## src/strAccelPkg.sv

```systemverilog
// Shared types, register addresses and control-bit positions for the string accelerator
`default_nettype none

package strAccelPkg;

	typedef logic [31:0] wordT;     // Avalon data word
	typedef logic [7:0]  byteT;     // One character
	typedef logic [2:0]  posT;      // Byte position or window length
	typedef logic [2:0]  regAddrT;  // Register address
	typedef logic [3:0]  laneMaskT; // One bit per byte lane

	localparam int numLanes = 4; // Fixed by the 32-bit bus word

	// LSB of each control register field
	localparam int ctrlDone     = 0;  // Read-only status
	localparam int ctrlGo       = 1;  // Write-one strobe that reads 0
	localparam int ctrlIndex    = 2;  // Bits 4..2
	localparam int ctrlLength   = 5;  // Bits 7..5
	localparam int ctrlMask     = 8;  // Read-only bits 11..8
	localparam int ctrlAllMatch = 12; // Read-only

	// Register map where addresses 4..7 read as zero
	localparam regAddrT regA      = 3'd0;
	localparam regAddrT regB      = 3'd1;
	localparam regAddrT regCtrl   = 3'd2;
	localparam regAddrT regResult = 3'd3;

endpackage

`default_nettype wire

```

## src/strLaneIf.sv

```systemverilog
// Per-lane bundle between the register block, one byte lane and the result collector
`timescale 1ns/1ps
`default_nettype none

interface strLaneIf;
	import strAccelPkg::*;

	logic start;   // One-cycle go strobe
	byteT aByte;   // Byte of A for this position
	byteT bByte;   // Byte of B for this position
	logic active;  // Position lies inside the window

	byteT outByte; // Spliced byte
	logic match;   // Case-insensitive compare result
	logic valid;   // Lane outputs updated

	// Register block side
	modport feeder (output start, aByte, bByte, active);

	// The lane itself
	modport lane (input start, aByte, bByte, active, output outByte, match, valid);

	// Collector side
	modport drain (input outByte, match, valid);

endinterface

`default_nettype wire

```

## src/strAvalonRegs.sv

```systemverilog
// Avalon-MM register block that holds A, B and control, fires go and feeds the byte lanes
`timescale 1ns/1ps
`default_nettype none

module strAvalonRegs (
	input  logic                   clk,
	input  logic                   reset,
	input  logic                   chipselect,
	input  logic                   read,
	input  logic                   write,
	input  strAccelPkg::regAddrT   address,
	input  strAccelPkg::wordT      writedata,
	output strAccelPkg::wordT      readdata,
	strLaneIf.feeder               lanes [strAccelPkg::numLanes],
	input  strAccelPkg::wordT      resultWord,
	input  strAccelPkg::laneMaskT  matchMask,
	input  logic                   allMatch,
	input  logic                   done
);
	import strAccelPkg::*;

	wordT     aReg, bReg;       // Operand words
	posT      indexReg;         // Window start
	posT      lengthReg;        // Window length
	logic     startReg;         // Go strobe toward the lanes
	laneMaskT activeMask;       // Lanes inside the window
	logic [3:0] windowEnd;      // index + length in one extra bit so it cannot wrap
	wordT     ctrlWord;         // Assembled control read value

	logic wrA, wrB, wrCtrl;     // Write decode
	logic rdStrobe;             // Any read cycle

	assign wrA      = chipselect && write && (address == regA);
	assign wrB      = chipselect && write && (address == regB);
	assign wrCtrl   = chipselect && write && (address == regCtrl);
	assign rdStrobe = chipselect && read;

	// Operand registers
	always_ff @(posedge clk or posedge reset) begin
		if (reset) begin
			aReg <= '0;
			bReg <= '0;
		end else begin
			if (wrA) aReg <= writedata;
			if (wrB) bReg <= writedata;
		end
	end

	// Control fields and go strobe
	always_ff @(posedge clk or posedge reset) begin
		if (reset) begin
			indexReg  <= '0;
			lengthReg <= '0;
			startReg  <= 1'b0;
		end else begin
			startReg <= wrCtrl && writedata[ctrlGo]; // Single cycle per accepted go
			if (wrCtrl) begin
				indexReg  <= writedata[ctrlIndex +: $bits(posT)];
				lengthReg <= writedata[ctrlLength +: $bits(posT)];
			end
		end
	end

	assign windowEnd = {1'b0, indexReg} + {1'b0, lengthReg};

	// Lane i active when index <= i < index + length
	always_comb begin
		for (int i = 0; i < numLanes; i++) begin
			activeMask[i] = (4'(i) >= {1'b0, indexReg}) && (4'(i) < windowEnd);
		end
	end

	// Fan the operands out with byte 0 in bits 7..0
	for (genvar g = 0; g < numLanes; g++) begin : genFeed
		assign lanes[g].start  = startReg;
		assign lanes[g].aByte  = aReg[8*g +: 8];
		assign lanes[g].bByte  = bReg[8*g +: 8];
		assign lanes[g].active = activeMask[g];
	end

	// Control word where the go bit always reads 0
	always_comb begin
		ctrlWord                               = '0;
		ctrlWord[ctrlDone]                     = done && !startReg; // Done drops as soon as go lands
		ctrlWord[ctrlIndex +: $bits(posT)]     = indexReg;
		ctrlWord[ctrlLength +: $bits(posT)]    = lengthReg;
		ctrlWord[ctrlMask +: numLanes]         = matchMask;
		ctrlWord[ctrlAllMatch]                 = allMatch;
	end

	// Registered read data with latency 1
	always_ff @(posedge clk or posedge reset) begin
		if (reset) begin
			readdata <= '0;
		end else if (rdStrobe) begin
			case (address)
				regA:      readdata <= aReg;
				regB:      readdata <= bReg;
				regCtrl:   readdata <= ctrlWord;
				regResult: readdata <= resultWord;
				default:   readdata <= '0; // Unmapped space
			endcase
		end
	end

endmodule

`default_nettype wire

```

## src/strByteLane.sv

```systemverilog
// One byte lane that splices B into A and compares the two bytes ignoring ASCII case
`timescale 1ns/1ps
`default_nettype none

module strByteLane (
	input logic     clk,
	input logic     reset,
	strLaneIf.lane  lane
);
	import strAccelPkg::*;

	byteT aLower; // A folded to lower case
	byteT bLower; // B folded to lower case

	// Fold ASCII A..Z to a..z and pass other codes
	function automatic byteT foldCase(input byteT c);
		byteT r;
		r = c;
		if (c >= 8'h41 && c <= 8'h5A) begin
			r = c | 8'h20; // Set the case bit
		end
		return r;
	endfunction

	assign aLower = foldCase(lane.aByte);
	assign bLower = foldCase(lane.bByte);

	// Valid trails start by one cycle
	always_ff @(posedge clk or posedge reset) begin
		if (reset) begin
			lane.valid <= 1'b0;
		end else begin
			lane.valid <= lane.start;
		end
	end

	// Capture byte and match bit on start
	always_ff @(posedge clk) begin
		if (lane.start) begin
			lane.outByte <= lane.active ? lane.bByte : lane.aByte; // Splice inside window
			if (lane.active) begin
				lane.match <= (aLower == bLower);
			end else begin
				lane.match <= 1'b1; // Outside the window never fails
			end
		end
	end

endmodule

`default_nettype wire

```

## src/strResultCollect.sv

```systemverilog
// Collects the lane outputs into the result word, match mask, all-match flag and done
`timescale 1ns/1ps
`default_nettype none

module strResultCollect (
	input  logic                   clk,
	input  logic                   reset,
	strLaneIf.drain                lanes [strAccelPkg::numLanes],
	input  logic                   start,
	output strAccelPkg::wordT      resultWord,
	output strAccelPkg::laneMaskT  matchMask,
	output logic                   allMatch,
	output logic                   done
);
	import strAccelPkg::*;

	byteT [numLanes-1:0] laneBytes; // Lane 0 lands in bits 7..0
	laneMaskT            laneMatch;
	logic                laneValid; // Lane 0 stands for all lanes since they step together

	for (genvar g = 0; g < numLanes; g++) begin : genGather
		assign laneBytes[g] = lanes[g].outByte;
		assign laneMatch[g] = lanes[g].match;
	end

	assign laneValid = lanes[0].valid;

	// Result and status registers
	always_ff @(posedge clk or posedge reset) begin
		if (reset) begin
			resultWord <= '0;
			matchMask  <= '0;
			allMatch   <= 1'b0;
		end else if (laneValid) begin
			resultWord <= laneBytes;
			matchMask  <= laneMatch;
			allMatch   <= &laneMatch; // Every lane agrees
		end
	end

	// Done tracks the latest go
	always_ff @(posedge clk or posedge reset) begin
		if (reset) begin
			done <= 1'b0;
		end else if (start) begin
			done <= 1'b0; // New go wins over an older finish
		end else if (laneValid) begin
			done <= 1'b1;
		end
	end

endmodule

`default_nettype wire

```

## src/strAccelTop.sv

```systemverilog
// String accelerator top level with plain Avalon-MM slave ports
`timescale 1ns/1ps
`default_nettype none

module strAccelTop (
	input  logic                  clk,
	input  logic                  reset,
	input  logic                  chipselect,
	input  logic                  read,
	input  logic                  write,
	input  strAccelPkg::regAddrT  address,
	input  strAccelPkg::wordT     writedata,
	output strAccelPkg::wordT     readdata
);
	import strAccelPkg::*;

	strLaneIf laneBus [numLanes] (); // One bundle per byte position

	wordT     resultWord; // Collector to register block
	laneMaskT matchMask;
	logic     allMatch;
	logic     done;

	strAvalonRegs uRegs (
		.clk        (clk),
		.reset      (reset),
		.chipselect (chipselect),
		.read       (read),
		.write      (write),
		.address    (address),
		.writedata  (writedata),
		.readdata   (readdata),
		.lanes      (laneBus),
		.resultWord (resultWord),
		.matchMask  (matchMask),
		.allMatch   (allMatch),
		.done       (done)
	);

	for (genvar g = 0; g < numLanes; g++) begin : genLane
		strByteLane uLane (
			.clk   (clk),
			.reset (reset),
			.lane  (laneBus[g])
		);
	end

	strResultCollect uCollect (
		.clk        (clk),
		.reset      (reset),
		.lanes      (laneBus),
		.start      (laneBus[0].start), // Same strobe on every lane
		.resultWord (resultWord),
		.matchMask  (matchMask),
		.allMatch   (allMatch),
		.done       (done)
	);

endmodule

`default_nettype wire

```

## config.mk

```make
export PLATFORM = sky130hd
export DESIGN_NAME = strAccelTop
export DESIGN_NICKNAME = d
export VERILOG_FILES = /design/src/strAccelPkg.sv /design/src/strLaneIf.sv /design/src/strAvalonRegs.sv /design/src/strByteLane.sv /design/src/strResultCollect.sv /design/src/strAccelTop.sv
export SDC_FILE = /design/constraint.sdc
export NUM_CORES = 1
export LEC_CHECK = 0
export BUFFER_PORTS_ARGS = -buffer_cell sky130_fd_sc_hd__clkbuf_2
export CAP_MARGIN = 30
export CORE_ASPECT_RATIO = 0.7
export CORE_MARGIN = 5
export CORE_UTILIZATION = 45
export DETAILED_ROUTE_END_ITERATION = 10
export PLACE_DENSITY = 0.63
export SLEW_MARGIN = 0
export SYNTH_ARGS = -nofsm -noshare
export SYNTH_HDL_FRONTEND = slang
export SYNTH_SLANG_ARGS = --single-unit
```

## constraint.sdc

```tcl
create_clock -name clk -period 6.16 [get_ports clk]
set_clock_uncertainty 0.15 [all_clocks]
set_input_delay 0.924 -clock clk [delete_from_list [all_inputs] [get_ports clk]]
set_output_delay 0.924 -clock clk [all_outputs]
set_load 0.005 [all_outputs]
```

# ---- After elaboration in Yosys (flattened, before gate mapping)
# Cells that the tools add are included.
dict set report word_totals {
  register_bits 178
  in_bits 40
  output_inout_bits 32
  elab_cells 89
}
dict set report op_classes {
  addsub 1
  order_cmp 24
  n_eq_ne 7
  muxes 15
  reduce_logical 23
}
# cell count
set ops {}
lappend ops {{case mux 32 bit (4 select lines)} 1}
lappend ops {{>= comparator 8 x 7 -> 1 bit (second input constant)} 8}
lappend ops {{less-or-equal comparator 8 x 7 -> 1 bit (second input constant)} 8}
lappend ops {{2-to-1 mux 6 bit} 8}
lappend ops {{== test 8 bit} 4}
lappend ops {{2-to-1 mux 8 bit} 4}
lappend ops {{logical AND 1 bit} 19}
lappend ops {{less-than comparator 1 x 4 -> 1 bit (first input constant)} 2}
lappend ops {{less-than comparator 2 x 4 -> 1 bit (first input constant)} 2}
lappend ops {{== test 3 x 2 -> 1 bit (second input constant)} 2}
lappend ops {{>= comparator 1 x 3 -> 1 bit (first input constant)} 2}
lappend ops {{>= comparator 2 x 3 -> 1 bit (first input constant)} 2}
lappend ops {{adder 3 x 3 -> 4 bit} 1}
lappend ops {{AND reduction 4 bit} 1}
lappend ops {{== test 3 x 1 -> 1 bit (second input constant)} 1}
lappend ops {{zero test 3 bit} 1}
lappend ops {{2-to-1 mux 1 bit} 2}
lappend ops {{nonzero test 2 bit} 1}
lappend ops {{zero test 1 bit} 1}

# ---- Depth between registers and ports, before layout
dict set report logic_depth {
  ltp_word 4
  depth_mapped 8
  depth_no_buf 7
}

# ---- Hierarchy
# From an unflattened synthesis, not the netlist that was laid out.
dict set report unflattened {
  cells_unflattened 597
  hier_area_um2 8702.1
}
# module instances cells_per_inst area_per_inst_um2 seq_area_each_um2
set by_module_without_submodules {}
lappend by_module_without_submodules {strAvalonRegs 1 329 4808.4 2577.5}
lappend by_module_without_submodules {strByteLane 4 46 598.1 295.3}
lappend by_module_without_submodules {strResultCollect 1 84 1501.4 950.9}

# ---- Worst setup path before layout
# OpenSTA, ideal clock, no wires.
dict set report synth_timing {
  path_kind {flip-flop to flip-flop}
  start {reg uRegs.indexReg[0]}
  end {reg genLane[2].uLane.lane.outByte[0] (data pin)}
  setup_ps 260
  arrival_time_ps 2032
  t_required_ps 5750
  path_slack_ps 3718
  path_stages_with_launch 9
  n_path_buf 1
  period_less_slack_ps 2442
  path_cell_list {dfrtp_1 ha_1 inv_1 fa_1 nand3b_1 a21oi_1 a221o_1 buf_2 mux2_2}
}
dict set report synth_between {
  elab_chain_cells 4
  word_cells_on_any_way 5
  cone_classes {add/sub: 1; order compare: 2; mux: 1; reduce/logical: 1}
}
# element line
set synth_lines {}
lappend synth_lines {{start: declaration} strAvalonRegs.sv:23} ;# posT indexReg;
lappend synth_lines {{start signal: assignment} strAvalonRegs.sv:58} ;# indexReg <= writedata[ctrlIndex +: $bits(posT)];
lappend synth_lines {{adder 3 x 3 -> 4 bit} strAvalonRegs.sv:64} ;# assign windowEnd = {1'b0, indexReg} + {1'b0, lengthReg};
lappend synth_lines {{less-than comparator 2 x 4 -> 1 bit} strAvalonRegs.sv:69} ;# activeMask[i] = (4'(i) >= {1'b0, indexReg}) && (4'(i) < windowEnd);
lappend synth_lines {{logical AND 1 bit *} strAvalonRegs.sv:69}
lappend synth_lines {{2-to-1 mux 8 bit *} strByteLane.sv:40} ;# lane.outByte <= lane.active ? lane.bByte : lane.aByte;
lappend synth_lines {{end signal: assignment} strByteLane.sv:40}
lappend synth_lines {{end: declaration} strLaneIf.sv:21} ;# modport lane (input start, aByte, bByte, active, output outByte, match, valid);
# Mark *: on every way between the ends. The rest lies on a longest branch, timed or not.
# A chain may end at the register's enable or synchronous reset.

# ---- Worst setup path in the final report
dict set report layout_timing {
  start {in address[1]}
  end {reg uRegs.aReg[17]}
}
dict set report layout_between {
  elab_chain_cells 2
}
# element line
set layout_lines {}
lappend layout_lines {{start: declaration} strAccelTop.sv:11} ;# input strAccelPkg::regAddrT address,
lappend layout_lines {{zero test 3 bit} strAvalonRegs.sv:33} ;# assign wrA = chipselect && write && (address == regA);
lappend layout_lines {{logical AND 1 bit} strAvalonRegs.sv:33}
lappend layout_lines {{end signal: assignment} strAvalonRegs.sv:44} ;# if (wrA) aReg <= writedata;
lappend layout_lines {{end: declaration} strAvalonRegs.sv:22} ;# wordT aReg, bReg;
# No other way between the ends.

==> impl_metrics.tcl <==
set metrics [dict create \
    grt_pass1_vias 5414 \
    avgRoutedWirePerCell_um 20.67 \
    min_path_type "reg2reg" \
    die_h_um 122.7 \
    synth_edf_count 36 \
    worst_pin_slew_ps 973.7 \
    io_pins 72 \
    synth_cell_types 41 \
    yosys_register_bits 178 \
    fin_setup_tns_ps 0 \
    place_congestion 0.8617 \
    leakage_uw 0.004146 \
    clock_path_buffers 2 \
    rsz0062_at_grt "no" \
    synth_top_cell_area_share_pct 43.55 \
    synthCells 587 \
    antenna_found_initial 0 \
    ys.flop_type "dfrtp_1" \
    yosys_warnings 0 \
    ir_worst_vdd_uv 199.5 \
    arrival_ps 3190 \
    path_cells "clkbuf_2, nor3_4, buf_4, mux2_2" \
    die_w_um 170.9 \
    syn_avg_cell_area_um2 13.90 \
    cts_setup_buffers 0 \
    finalCriticalPeriod_ps 3021 \
    critPathBufInv 2 \
    crit_path_end_kind "flip-flop" \
    insertedDiodeCount 0 \
    worstSkewPairLatency_ps 440 \
    num_rows 41 \
    hold_viol_final 0 \
    clkTransAtPathRegs_ps 60 \
    drive_above_1_share_pct 38.77 \
    nets 699 \
    slowest_stage "nor3_4" \
    cp_top_family "buffers and inverters" \
    worstSetupPathType "in2reg" \
    drt-pass1-iter-count 4 \
    netlist_area_mm2 0.008159 \
    drc_errors 0 \
    fmax_ghz 0.3310 \
    vias 5016 \
    power_density_mw_per_mm2 380.2 \
    yosysTopAreaCell "dfrtp_1" \
    maxCapViolCount 0 \
    drtAntennaViolNets 0 \
    grt_max_degree 103 \
    yosysMostFrequentCell "dfrtp_1" \
    grt_use_total_pct 19.03 \
    syn_nets 631 \
    startpoint_type "input pin" \
    async_flop_share_pct 79.78 \
    yosysSeqAreaShare_pct 56.80 \
    slew_violations 0 \
    cts.repair.resized 0 \
    root_buffer "clkbuf_16" \
    hpwl_mm 12.06 \
    core-area_mm2 0.01790 \
    overflow 0 \
    slew_headroom_pct 35.09 \
    io_buffers 71 \
    critical_path.max_fanout 37 \
    dieArea_mm2 0.02097 \
    yosys-top-cells-area "dfrtp_1 44%, mux2_2 17%, edfxtp_1 13%" \
    cts_tree "yes" \
    timing.final.crit_share_pct 49.04 \
    cts_sinks 178 \
    outcome "finished clean" \
    cts_made_buffers 17 \
    holdBufCountCts 0 \
    start_util_pct 45.57 \
    drt_iter0_drc 346 \
    drt-total-wl_mm 18.69 \
    grt_pass1_wl_mm 30.26 \
    max_stage_delay_ps 830 \
    holdWs_ps 328.2 \
    syn2layout_area_growth_pct 15.44 \
    cp.required_ps 6320 \
    synth_commonest_cells "142 x dfrtp_1, 126 x mux2_2, 36 x edfxtp_1, 34 x nand2_1, 34 x o21ai_0" \
    via_per_inst 5.549 \
    setup_viol 0 \
    htree_levels 4 \
]
-- cell usage in the layout (no fill, tap or decap), types with 3 or more instances in the layout --
cell type and n:
nor4_1 10, a21o_1 6, mux2_2 126, xnor2_1 4
a21oi_1 4, o21ai_0 34, clkinv_2 3, buf_4 9
ha_1 3, xor2_1 28, a22o_1 32, clkinvlp_4 4
mux4_2 10, nand2b_1 4, inv_1 12, edfxtp_1 36
bufinv_16 6, nand2_1 34, mux2i_1 24, a311oi_1 8
nor2_1 7, clkbuf_2 71, dfrtp_1 142, nor3_1 4
clkbuf_16 17
-- worst reg2reg max path: stages (launching register included) --
cell	delay [ps]
dfrtp_1	440
ha_1	200
inv_1	60
fa_1	370
nand3b_1	170
a21oi_1	300
a221o_1	560
mux2_2	410
-- cell type report --
class | count | area [um2]
inverters | 13 | 53.80
flip-flops and latches | 178 | 4634
clock inverters | 14 | 234.0
well taps | 236 | 295.3
clock buffers | 18 | 439.2
multi-input cells | 365 | 3339
fillers | 1506 | 8484
repair buffers | 80 | 422.9
-- logic make-up after synthesis --
family	synth area share, %
xor+xnor	3.435
buf+inv	2.438
fa+ha+maj	0.7055
mux	23.74
compound gates	8.588
flops	56.80
simple gates	4.294
-- path summary, 6_finish.rpt --
kind / start / cells past startpoint / endpoint / slack [ps]
max: address[1] / 4 / uRegs.aReg[17] / 3140
min: genLane[0].uLane.lane.outByte[6] / 1 / uCollect.resultWord[6] / 330
max reg2reg: uRegs.indexReg[0] / 7 / genLane[2].uLane.lane.outByte[3] / 3250
min reg2reg: genLane[0].uLane.lane.outByte[6] / 1 / uCollect.resultWord[6] / 330
max in group asynchronous: reset / 3 / uCollect.resultWord[22] / 4180
min in group asynchronous: reset / 2 / uRegs.readdata[13] / 550
-- routing by layer --
layer  wire length [um]  GRT usage (%)  up-vias
li1                   -              -     2313
met1               8672          26.83     2601
met2               8991          29.91       95
met3                885          4.121        7
met4                138          5.789        0
met5                  0              0        -
-- per-stage QoR --
step	worst slack (ps)	instance area [um2]	std cells	utilization [%]	power, uW
after floorplan	1276	8159	587	-	2150
after global placement	2739	8746	872	48.85	2349
after detailed placement	2681	8746	872	48.85	2383
after CTS	3139	9419	904	52.61	3617
after global routing	2968	9419	904	52.61	3764
final	3139	9419	904	52.61	3581
-- state kept, by name, indices dropped and copies added (netlist names), 4 cells and up --
name and count:
genLane.uLane.lane.outByte 32, uCollect.resultWord 32, uRegs.aReg 32, uRegs.bReg 32, uRegs.readdata 32, genLane.uLane.lane.match 4, uCollect.matchMask 4
-- power breakdown --
part           switching, uW  total [uW]  internal, uW
clock                    453        1220           770
sequential               231        1640          1410
combinational            304         714           410
total                    988        3580          2590
No activity file was read; power rests on OpenSTA's default activity.
